### src/design/pvr_defines.svh
`ifndef PVR_DEFINES_SVH
`define PVR_DEFINES_SVH

// widths
`define PVR_ADDR_W   16 // host bus address
`define PVR_DATA_W   32 // host register width
`define VRAM_ADDR_W  24 // vram byte address
`define VRAM_BUS_W   64 // vram data bus
`define VRAM_PORT_AW 22 // address leaving the core, lane chosen by bit 22

// host register offsets
`define PVR_ID_addr            16'h0000 // R   device id
`define PVR_REVISION_addr      16'h0004 // R   revision
`define PVR_SOFTRESET_addr     16'h0008 // RW  core and TA soft reset
`define PVR_STARTRENDER_addr   16'h0014 // RW  write kicks the region walker
`define PVR_REGION_BASE_addr   16'h002C // RW  region array base
`define PVR_ISP_BACKGND_D_addr 16'h0088 // RW  background depth
`define PVR_ISP_BACKGND_T_addr 16'h008C // RW  background tag

`define PVR_PAL_PAGE 4'h1 // addr[15:12] of the palette window

// fixed read-only values
`define PVR_ID_VALUE       32'h17FD11DB
`define PVR_REVISION_VALUE 32'h00000011

`define PAL_DEPTH    1024 // palette words
`define TILE_CREDITS 2    // walker -> fetcher, also fetcher queue depth
`define OUT_CREDITS  2    // fetcher -> consumer

`endif

### src/design/pvr_pkg.sv
`include "pvr_defines.svh"

package pvr_pkg;

	typedef logic [`VRAM_ADDR_W-1:0] vram_addr_t; // byte address in vram

	// one tile handed from walker to fetcher
	typedef struct packed {
		logic [5:0] tile_x;
		logic [5:0] tile_y;
		vram_addr_t opaque_ptr; // first opaque object-pointer word
	} tile_desc_t;

	// region entry word 0
	typedef struct packed {
		logic        last;    // final entry of the array
		logic [16:0] rsvd_hi;
		logic [5:0]  tile_y;
		logic [5:0]  tile_x;
		logic [1:0]  rsvd_lo;
	} ra_ctrl_t;

	// region entry word 1
	typedef struct packed {
		logic       empty; // no opaque list for this tile
		logic [6:0] rsvd;
		vram_addr_t addr;
	} ra_ptr_t;

	typedef enum logic [1:0] {ws_idle, ws_ctrl, ws_ptr, ws_credit} walk_state_t;

	typedef enum logic {own_ra, own_lf} vram_owner_t; // who holds the vram read

endpackage

### src/design/vram_rd_if.sv
`timescale 1ns/1ps
`include "pvr_defines.svh"

interface vram_rd_if;
	logic                    req;    // held with addr until gnt
	logic [`VRAM_ADDR_W-1:0] addr;   // byte address, bit 22 picks the lane
	logic                    gnt;    // read accepted by the arbiter
	logic                    rvalid; // one pulse per grant
	logic [31:0]             rdata;  // selected half of the vram word

	modport requester (
		output req, addr,
		input  gnt, rvalid, rdata
	);

	modport arbiter (
		input  req, addr,
		output gnt, rvalid, rdata
	);
endinterface

### src/design/vram_arbiter.sv
`timescale 1ns/1ps
`include "pvr_defines.svh"

module vram_arbiter import pvr_pkg::*; (
	input  logic                     clock,
	input  logic                     reset_n,
	vram_rd_if.arbiter               ra,
	vram_rd_if.arbiter               lf,
	output logic                     vram_rd,
	output logic [`VRAM_PORT_AW-1:0] vram_addr,
	input  logic                     vram_wait,
	input  logic                     vram_valid,
	input  logic [`VRAM_BUS_W-1:0]   vram_din
);
	logic        busy;    // one read outstanding
	vram_owner_t owner;   // requester of the open read
	vram_owner_t last_q;  // last grant, for round robin
	logic        lane_q;  // upper half of the 64-bit word
	logic        free;
	logic        ra_win;
	logic        lf_win;
	logic [31:0] lane_data;

	assign free   = !busy && !vram_wait; // stall while the port is waiting
	assign ra_win = ra.req && (!lf.req || last_q == own_lf);
	assign lf_win = lf.req && !ra_win;

	assign ra.gnt = free && ra_win;
	assign lf.gnt = free && lf_win;

	assign vram_rd   = ra.gnt || lf.gnt;
	assign vram_addr = ra_win ? ra.addr[`VRAM_PORT_AW-1:0] : lf.addr[`VRAM_PORT_AW-1:0];

	// 4 MB and up lives in the upper lane
	assign lane_data = lane_q ? vram_din[`VRAM_BUS_W-1:32] : vram_din[31:0];

	assign ra.rdata  = lane_data;
	assign lf.rdata  = lane_data;
	assign ra.rvalid = busy && vram_valid && (owner == own_ra);
	assign lf.rvalid = busy && vram_valid && (owner == own_lf);

	always_ff @(posedge clock or negedge reset_n) begin
		if (!reset_n) begin
			busy   <= 1'b0;
			owner  <= own_ra;
			last_q <= own_lf; // walker goes first after reset
			lane_q <= 1'b0;
		end else begin
			if (vram_rd) begin
				busy   <= 1'b1;
				owner  <= ra_win ? own_ra : own_lf;
				last_q <= ra_win ? own_ra : own_lf;
				lane_q <= ra_win ? ra.addr[`VRAM_PORT_AW] : lf.addr[`VRAM_PORT_AW];
			end else if (busy && vram_valid) begin
				busy <= 1'b0; // port free again next cycle
			end
		end
	end

endmodule

### src/flat_wrapper.sv
// flat-port wrapper written by rule: the top's interface ports become plain ports
module vram_arbiter_flat import pvr_pkg::*;
  (clock, reset_n, vram_rd, vram_addr, vram_wait, vram_valid, vram_din, ra_req, ra_addr, ra_gnt, ra_rvalid, ra_rdata, lf_req, lf_addr, lf_gnt, lf_rvalid, lf_rdata);
  vram_rd_if ra_i ();
  vram_rd_if lf_i ();
  input  logic clock;
  input  logic reset_n;
  output logic vram_rd;
  output logic [`VRAM_PORT_AW-1:0] vram_addr;
  input  logic vram_wait;
  input  logic vram_valid;
  input  logic [`VRAM_BUS_W-1:0] vram_din;
  input wire logic [$bits(ra_i.req)-1:0] ra_req;
  input wire logic [$bits(ra_i.addr)-1:0] ra_addr;
  output wire logic [$bits(ra_i.gnt)-1:0] ra_gnt;
  output wire logic [$bits(ra_i.rvalid)-1:0] ra_rvalid;
  output wire logic [$bits(ra_i.rdata)-1:0] ra_rdata;
  input wire logic [$bits(lf_i.req)-1:0] lf_req;
  input wire logic [$bits(lf_i.addr)-1:0] lf_addr;
  output wire logic [$bits(lf_i.gnt)-1:0] lf_gnt;
  output wire logic [$bits(lf_i.rvalid)-1:0] lf_rvalid;
  output wire logic [$bits(lf_i.rdata)-1:0] lf_rdata;
  assign ra_i.req = ra_req;
  assign ra_i.addr = ra_addr;
  assign ra_gnt = ra_i.gnt;
  assign ra_rvalid = ra_i.rvalid;
  assign ra_rdata = ra_i.rdata;
  assign lf_i.req = lf_req;
  assign lf_i.addr = lf_addr;
  assign lf_gnt = lf_i.gnt;
  assign lf_rvalid = lf_i.rvalid;
  assign lf_rdata = lf_i.rdata;
  vram_arbiter u_core (.clock(clock), .reset_n(reset_n), .ra(ra_i), .lf(lf_i), .vram_rd(vram_rd), .vram_addr(vram_addr), .vram_wait(vram_wait), .vram_valid(vram_valid), .vram_din(vram_din));
endmodule
### config.mk
export PLATFORM = sky130hd
export DESIGN_NAME = vram_arbiter_flat
export DESIGN_NICKNAME = d
export VERILOG_FILES = /design/src/design/pvr_pkg.sv /design/src/design/vram_rd_if.sv /design/src/design/vram_arbiter.sv /design/src/flat_wrapper.sv
export VERILOG_INCLUDE_DIRS = /design/src /design/src/design
export SDC_FILE = /design/constraint.sdc
export NUM_CORES = 1
export LEC_CHECK = 0
export ABC_CLOCK_PERIOD_IN_PS = 1600
export BUFFER_PORTS_ARGS = -buffer_cell sky130_fd_sc_hd__clkbuf_2
export CORE_AREA = 2 2 80 82
export CTS_BUF_LIST = sky130_fd_sc_hd__clkbuf_16
export CTS_CLUSTER_DIAMETER = 80
export DETAILED_ROUTE_END_ITERATION = 7
export DIE_AREA = 0 0 82 84
export GPL_TIMING_DRIVEN = 0
export PLACE_DENSITY = 0.68
export SYNTH_ARGS = -nofsm -noshare
export SYNTH_HDL_FRONTEND = slang
export SYNTH_SLANG_ARGS = --single-unit
### constraint.sdc
create_clock -name clock -period 1.6 [get_ports clock]
set_input_delay 0.08 -clock clock [delete_from_list [all_inputs] [get_ports clock]]
set_output_delay 0.08 -clock clock [all_outputs]
set_load 0.005 [all_outputs]
==> flow_summary.yaml, run 1 <==
outcome:
  outcome: "finished, violations left"
  violations: "negative setup slack"
yosys:
  syn_area_um2: 1230
  syn_area_per_cell_um2: 10.5
  synth.distinct_cells: 23
  synth-seq-cells: 4
  postSynthCellCount: 117
  syn-num-nets: 235
  yosysSeqAreaShare_pct: 8.22
  yosys_warnings: 0
timing:
  tightestPinTransition_ns: 0.449
  rsz0062_at_grt: "yes"
  slew_headroom_pct: 69.9
  fin_ws_ns: -0.0185
  fmax_ghz: 0.618
  finalHoldViolCount: 0
  fin_crit_sh_pct: 101
  slew_viol_final: 0
  min_period_ns: 1.62
  setup_viol: 9
  finClkSkew_ns: 0.00232
  finalSetupTns_ns: -0.0691
place:
  placed_area_um2: 2350
  place_hpwl_um: 4420
  place_ws_ns: 0.133
  gp_congestion: 0.735
  portBuffers: 205
final_layout:
  final_common_cell: "clkbuf_2"
  drive_above_1_share_pct: 93.4
  layout.cells.most_common_list: "clkbuf_2, mux2_2, buf_4"
  area_growth_pct: 106
  fin_area_um2: 2530
  fin_nets: 451
  antenna_cells: 0
  final_util_pct: 41.6
clocking:
  cts-root-buf: "clkbuf_16"
  h-tree-depth: 1
  clockBufferDepth: 2
  cts_buffers: 3
  cts_sinks: 4
  path_clk_slew_ns: 0.03
  cts_tree: "yes"
  clock_latency_ns: 0.23
power_and_ir_drop:
  total_power_mw: 2.07
  powerDensity_nw_per_um2: 816
  p_int_mw: 1.42
  switchingPower_uw: 645
  swShare_pct: 31.2
  seqPwrFrac_pct: 7.7
  clkPwrFrac_pct: 19.2
  peakVddDrop_mv: 0.566
  power.share.combinational_pct: 73.1
  leakagePower_nw: 1.55
grt:
  grt_antenna_before_repair: 0
  grt-busiest-layer: "met2"
  grt_use_met2_pct: 23.4
  grtUsageMet3_pct: 2.06
  grt.total_usage_pct: 13.0
  grt_pass1_vias: 1542
  grt-ovfl-total: 0
  grt_max_degree: 11
  grt_pass1_wl_um: 7110
  grtUsageMet1_pct: 15.6
routing:
  antenna_left: 0
  drtIter0Drc: 15
  drc: 0
  avgViaCountPerCell: 3.97
  wire_per_inst_um: 12.0
  dr.pass1.iters: 4
  num_vias: 1625
  wl_um: 4900
die:
  die_w_um: 82
  dieArea_um2: 6890
  num_rows: 29
  io_pins: 209
  die_h_um: 84
  coreArea_um2: 6100
  start_util_pct: 20.2
setup_path:
  cp_top_family: "flip-flops"
  cp_cell_sequence: "nand2b_4 -> nand2_8 -> buf_12 -> mux2_4 -> clkbuf_2"
  arrival_ns: 1.54
  critPathBufInv: 2
  crit_required_ns: 1.52
  crit_path_top_delay_cell: "dfstp_2"
  crit_fanout: 10
  r2r_cells: 3
  worstSetupEndpointType: "primary output"
  cp.depth: 5
  cpPeakStageDelay_ns: 0.52
  cp-start-kind: "flip-flop"
  crit_type: "flip-flop to primary output"
flow_run:
  maxCapViolations: 0
hold_path:
  whs_path_depth: 2
  worstHoldPathType: "primary input to flip-flop"
## worst register-to-register path, cell delays in order (launching register included)
cell	delay, ns
dfrtp_1	0.43
nor2_1	0.38
o221ai_1	0.20
o22a_1	0.19
## synth_stat cells
| cell type | instances | area share (%) |
|---|---|---|
| mux2_4 | 18 | 22 |
| buf_12 | 2 | 3.2 |
| clkbuf_8 | 1 | 1.1 |
| dfstp_2 | 1 | 2.1 |
| nand2_8 | 1 | 1.6 |
| buf_4 | 32 | 19 |
| dfrtp_1 | 3 | 6.1 |
| a21o_1 | 1 | 0.61 |
| nor3_1 | 1 | 0.41 |
| buf_2 | 4 | 1.6 |
| inv_1 | 1 | 0.30 |
| a31oi_1 | 2 | 1.0 |
| o22a_1 | 1 | 0.71 |
| a21oi_1 | 2 | 0.81 |
| nand2b_4 | 1 | 1.1 |
| nor2_1 | 2 | 0.61 |
| and2b_2 | 1 | 0.71 |
| o21a_1 | 1 | 0.61 |
| a21boi_0 | 1 | 0.61 |
| mux2_2 | 36 | 33 |
| nand2_1 | 2 | 0.61 |
| and3_1 | 2 | 1.0 |
| o221ai_1 | 1 | 0.71 |
## per-layer routing
metal / wire, um / share of wire, %
met1: 1880 / 38
met2: 2570 / 52
met3: 430 / 8.8
met4: 26 / 0.53
met5: 0 / 0
## metrics by stage
| step | hold slack, ns | instances |
|---|---|---|
| 2_1_floorplan | -0.216 | 117 |
| 3_3_place_gp | -0.107 | 399 |
| 3_5_place_dp | -0.105 | 399 |
| 4_1_cts | 0.0861 | 408 |
| 5_1_grt | 0.0978 | 409 |
| 6_report | 0.0922 | 409 |
## area by class of cell
class	instances	area, um^2
tap	77	96.3
timing repair buffer	211	1090
multi-input combinational	73	813
inverter	1	3.75
sequential	4	101
clock inverter	1	3.75
buffer	39	347
fill	637	3560
clock buffer	3	75.1
## flip-flops by register name, summed over array words and instances, names as in the netlist
register	flops
u_core.busy	1
u_core.lane_q	1
u_core.last_q	1
u_core.owner	1
## path summary, 6_finish.rpt
kind,start,endpoint,slack [ns]
max,u_core.last_q,vram_addr[16],-0.02
min,ra_req,u_core.last_q,0.09
max reg2reg,u_core.busy,u_core.lane_q,0.29
min reg2reg,u_core.busy,u_core.busy,0.60
max in group asynchronous,reset_n,u_core.last_q,1.19
min in group asynchronous,reset_n,u_core.lane_q,0.20
## what timing repair did
item	in CTS	in global routing
setup endpoints to repair	47	51
gates cloned	1	0
setup buffers	3	1
resized for setup	4	8
endpoints found under the hold margin	4	0
hold buffers	1	0
## cells by family after synthesis
family / synth area share [%]
buf+inv: 25.8
compound gates: 5.08
mux: 54.8
simple gates: 6.09
flops: 8.22
## power groups by stage
stage | clock network [mW] | logic (mW) | registers (mW)
global route | 0.421 | 1.64 | 0.161
CTS | 0.405 | 1.49 | 0.156
detailed placement | 0 | 1.42 | 0.161
global placement | 0 | 1.40 | 0.160
finish | 0.398 | 1.51 | 0.158
floorplan | 0 | 0.844 | 0.151
(Power assumes the default switching activity.)
==> run 2, diff against run 1 <==
- CELL_PAD_IN_SITES_DETAIL_PLACEMENT: not set -> 1
- CELL_PAD_IN_SITES_GLOBAL_PLACEMENT: not set -> 1
- CORE_AREA: 2 2 80 82 -> 2 2 80 101
- DIE_AREA: 0 0 82 84 -> 0 0 82 103
- PLACE_DENSITY: 0.68 -> 0.85
==> flow_summary.yaml, run 2 (synthesized netlist as in run 1, its figures left out) <==
place:
  gp_congestion: 0.708
  place_ws_ns: 0.102
  place_hpwl_um: 4970
  portBuffers: 205
  placed_area_um2: 2380
grt:
  grt_max_degree: 11
  grt.total_usage_pct: 11.3
  grt_antenna_before_repair: 0
  grt_pass1_vias: 1616
  grt-ovfl-total: 0
  grt_pass1_wl_um: 7380
timing:
  fmax_ghz: 0.610
  min_period_ns: 1.64
  finClkSkew_ns: 0.000235
  tightestPinTransition_ns: 0.390
  fin_ws_ns: -0.0403
  slew_viol_final: 0
  finalSetupTns_ns: -0.409
  rsz0062_at_grt: "yes"
  setup_viol: 18
  finalHoldViolCount: 0
  slew_headroom_pct: 73.9
  fin_crit_sh_pct: 103
clocking:
  clock_latency_ns: 0.23
  cts_sinks: 4
  cts_tree: "yes"
  clockBufferDepth: 2
  path_clk_slew_ns: 0.03
  h-tree-depth: 1
  cts_buffers: 3
  cts-root-buf: "clkbuf_16"
setup_path:
  crit_path_top_delay_cell: "dfstp_2"
  cp_cell_sequence: "nand2b_4 -> nand2_8 -> buf_12 -> mux2_4 -> clkbuf_2"
  crit_required_ns: 1.52
  cpPeakStageDelay_ns: 0.52
  worstSetupEndpointType: "primary output"
  cp-start-kind: "flip-flop"
  crit_fanout: 10
  r2r_slack_ns: 0.36
  crit_type: "flip-flop to primary output"
  arrival_ns: 1.56
routing:
  avgViaCountPerCell: 3.98
  num_vias: 1698
  maxUsedRoutingLayer: "met4"
  drc: 0
  drtIter0Drc: 11
  wl_met3_um: 405
  dr.pass1.iters: 4
  met1_length_um: 1830
  wl_um: 5570
  antenna_left: 0
  wire_per_inst_um: 13.0
  wl_met2_um: 3220
power_and_ir_drop:
  leakagePower_nw: 1.55
  powerDensity_nw_per_um2: 817
  peakVddDrop_mv: 0.538
outcome:
  outcome: "finished, violations left"
  violations: "negative setup slack"
final_layout:
  antenna_cells: 0
  final_common_cell: "clkbuf_2"
  drive_above_1_share_pct: 93.4
  fin_nets: 451
  multi_input_area_um2: 813
  area_growth_pct: 108
  fin_area_um2: 2560
  layout.cells.most_common_list: "clkbuf_2, mux2_2, buf_4"
  final_util_pct: 33.9
  num-fill-cells: 957
  regArea_um2: 101
flow_run:
  maxCapViolations: 0
die:
  die_h_um: 103
  start_util_pct: 16.3
  dieArea_um2: 8450
  io_pins: 209
  coreArea_um2: 7570
  num_rows: 36
  die_w_um: 82
hold_path:
  worstHoldPathType: "primary input to flip-flop"
==> run 2: worst paths after layout <==
| check | start | to | cells past startpoint |
|---|---|---|---|
| max | u_core.last_q | vram_addr[8] | 5 |
| min | ra_req | u_core.last_q | 2 |
| max reg2reg | u_core.busy | u_core.lane_q | 3 |
| min reg2reg | u_core.busy | u_core.busy | 1 |
| max in group asynchronous | reset_n | u_core.last_q | 2 |
| min in group asynchronous | reset_n | u_core.owner | 2 |
==> run 2: timing repair <==
item	4_1_cts	5_1_grt
hold buffers	1	0
cloned	1	0
pin swaps	1	0
endpoints found under the setup margin	76	49
endpoints found under the hold margin	4	0
setup buffers	4	0
resized for setup	9	3
==> run 2: final cells by class <==
class | count | share of cell area (%)
multi-input combinational | 73 | 31.7
sequential | 4 | 3.96
timing repair buffer | 211 | 43.1
clock inverter | 1 | 0.146
clock buffer | 3 | 2.93
buffer | 39 | 13.4
inverter | 1 | 0.146
tap | 95 | 4.64
==> run 2: per-layer routing <==
layer	vias up	GRT usage, %
met4	0	4.23
met5	-	0
met1	781	11.6
met2	93	22.8
li1	813	-
met3	11	0.876
==> run 2: report_power, final <==
part           leakage (nW)  switching, mW  internal, mW
sequential           0.0454         0.0195         0.136
combinational          1.46          0.568         0.964
clock                0.0423         0.0829         0.324
total                  1.55          0.670          1.42
==> run 2: metrics by stage <==
stage	cells	power, mW	hold WS [ns]
finish	427	2.09	0.0832
global route	427	2.25	0.0965
CTS	427	2.12	0.0786
detailed placement	417	1.61	-0.108
global placement	417	1.56	-0.110
floorplan	117	0.995	-0.216
==> run 2: worst max-delay path: cells and delay by family, from the launching register on <==
family / cells / cell delay, ns
flip-flops: 1 / 0.52
multiplexers: 1 / 0.30
buffers and inverters: 2 / 0.28
AND/OR/NAND/NOR: 2 / 0.23
==> run 3, diff against run 2 <==
- SKIP_CTS_REPAIR_TIMING: not set -> 1
==> flow_summary.yaml, run 3 (synthesized netlist as in run 1, its figures left out) <==
hold_path:
  hold_path.startpoint: "ra_req"
  whs_path_depth: 2
  worstHoldPathType: "primary input to flip-flop"
final_layout:
  final_common_cell: "clkbuf_2"
  fin_nets: 452
  num-fill-cells: 955
  regArea_um2: 101
  final_util_pct: 34.2
  layout.cells.most_common_list: "clkbuf_2, mux2_2, buf_4"
  antenna_cells: 0
  multi_input_area_um2: 813
  stdcell_count: 428
  fin_area_um2: 2580
  area_growth_pct: 110
  drive_above_1_share_pct: 93.4
grt:
  grt_max_degree: 11
  grt_antenna_before_repair: 0
  grt_pass1_wl_um: 7130
  grt_pass1_vias: 1542
  grt.total_usage_pct: 10.8
  grt-ovfl-total: 0
setup_path:
  cp-start-kind: "flip-flop"
  cp_cell_sequence: "nand2b_4 -> nand2_8 -> clkbuf_16 -> mux2_4 -> clkbuf_2"
  crit_fanout: 7
  startpoint: "u_core.last_q"
  reg2reg_from: "u_core.busy"
  cp.depth: 5
  arrival_ns: 1.58
  cp_top_family: "flip-flops"
  worstSetupEndpointType: "primary output"
  crit_required_ns: 1.52
  crit_path_top_delay_cell: "dfstp_2"
  cpPeakStageDelay_ns: 0.53
  crit_type: "flip-flop to primary output"
  r2r_cells: 3
  critPathBufInv: 2
timing:
  whs_ns: 0.0849
  finalSetupTns_ns: -0.818
  tightestPinTransition_ns: 0.390
  finClkSkew_ns: 0.000557
  min_period_ns: 1.66
  setup_viol: 19
  slew_headroom_pct: 73.9
  rsz0062_at_grt: "yes"
  fin_ws_ns: -0.0616
  fmax_ghz: 0.602
  finalHoldViolCount: 0
  slew_viol_final: 0
  fin_crit_sh_pct: 104
clocking:
  cts-root-buf: "clkbuf_16"
  cts_sinks: 4
  path_clk_slew_ns: 0.03
  cts_tree: "yes"
  h-tree-depth: 1
  clockBufferDepth: 2
  cts_buffers: 3
  clock_latency_ns: 0.23
routing:
  antenna_left: 0
  avgViaCountPerCell: 4.01
  wire_per_inst_um: 13.1
  num_vias: 1718
  drc: 0
  drtIter0Drc: 11
  wl_um: 5630
  dr.pass1.iters: 4
place:
  gp_congestion: 0.708
  place_hpwl_um: 4970
  portBuffers: 205
  placed_cells: 417
  place_ws_ns: 0.102
  placed_area_um2: 2380
outcome:
  outcome: "finished, violations left"
  violations: "negative setup slack"
die:
  dieArea_um2: 8450
  start_util_pct: 16.3
  die_h_um: 103
  num_rows: 36
  die_w_um: 82
  io_pins: 209
  coreArea_um2: 7570
power_and_ir_drop:
  leakagePower_nw: 1.56
  powerDensity_nw_per_um2: 816
  peakVddDrop_mv: 0.534
  total_power_mw: 2.11
flow_run:
  maxCapViolations: 0
[run 3: metal layers]
metal | GRT usage, % | part of all wire (%)
met1 | 11.3 | 33
met2 | 22.1 | 59
met3 | 0.876 | 7.3
met4 | 3.46 | 1.2
met5 | 0 | 0
[run 3: path summary, 6_finish.rpt]
check,end,slack (ns)
worst max-delay path,vram_addr[14],-0.06
worst min-delay path,u_core.last_q,0.08
worst max register to register,u_core.lane_q,0.34
worst min register to register,u_core.busy,0.55
max in group asynchronous,u_core.last_q,1.20
min in group asynchronous,u_core.busy,0.20
[run 3: power breakdown]
group	total [mW]	leakage, nW	internal [mW]	switching [mW]
Combinational	1.55	1.48	0.978	0.567
Sequential	0.158	0.0454	0.136	0.0217
Clock	0.407	0.0423	0.324	0.0832
Total	2.11	1.56	1.44	0.672
[run 3: final cells by class]
type / instances / share of cell area (%)
repair buffers: 212 / 43.4
multi-input cells: 73 / 31.5
flip-flops and latches: 4 / 3.92
clock buffers: 3 / 2.90
well taps: 95 / 4.60
plain buffers: 39 / 13.4
inverters: 1 / 0.145
clock inverters: 1 / 0.145
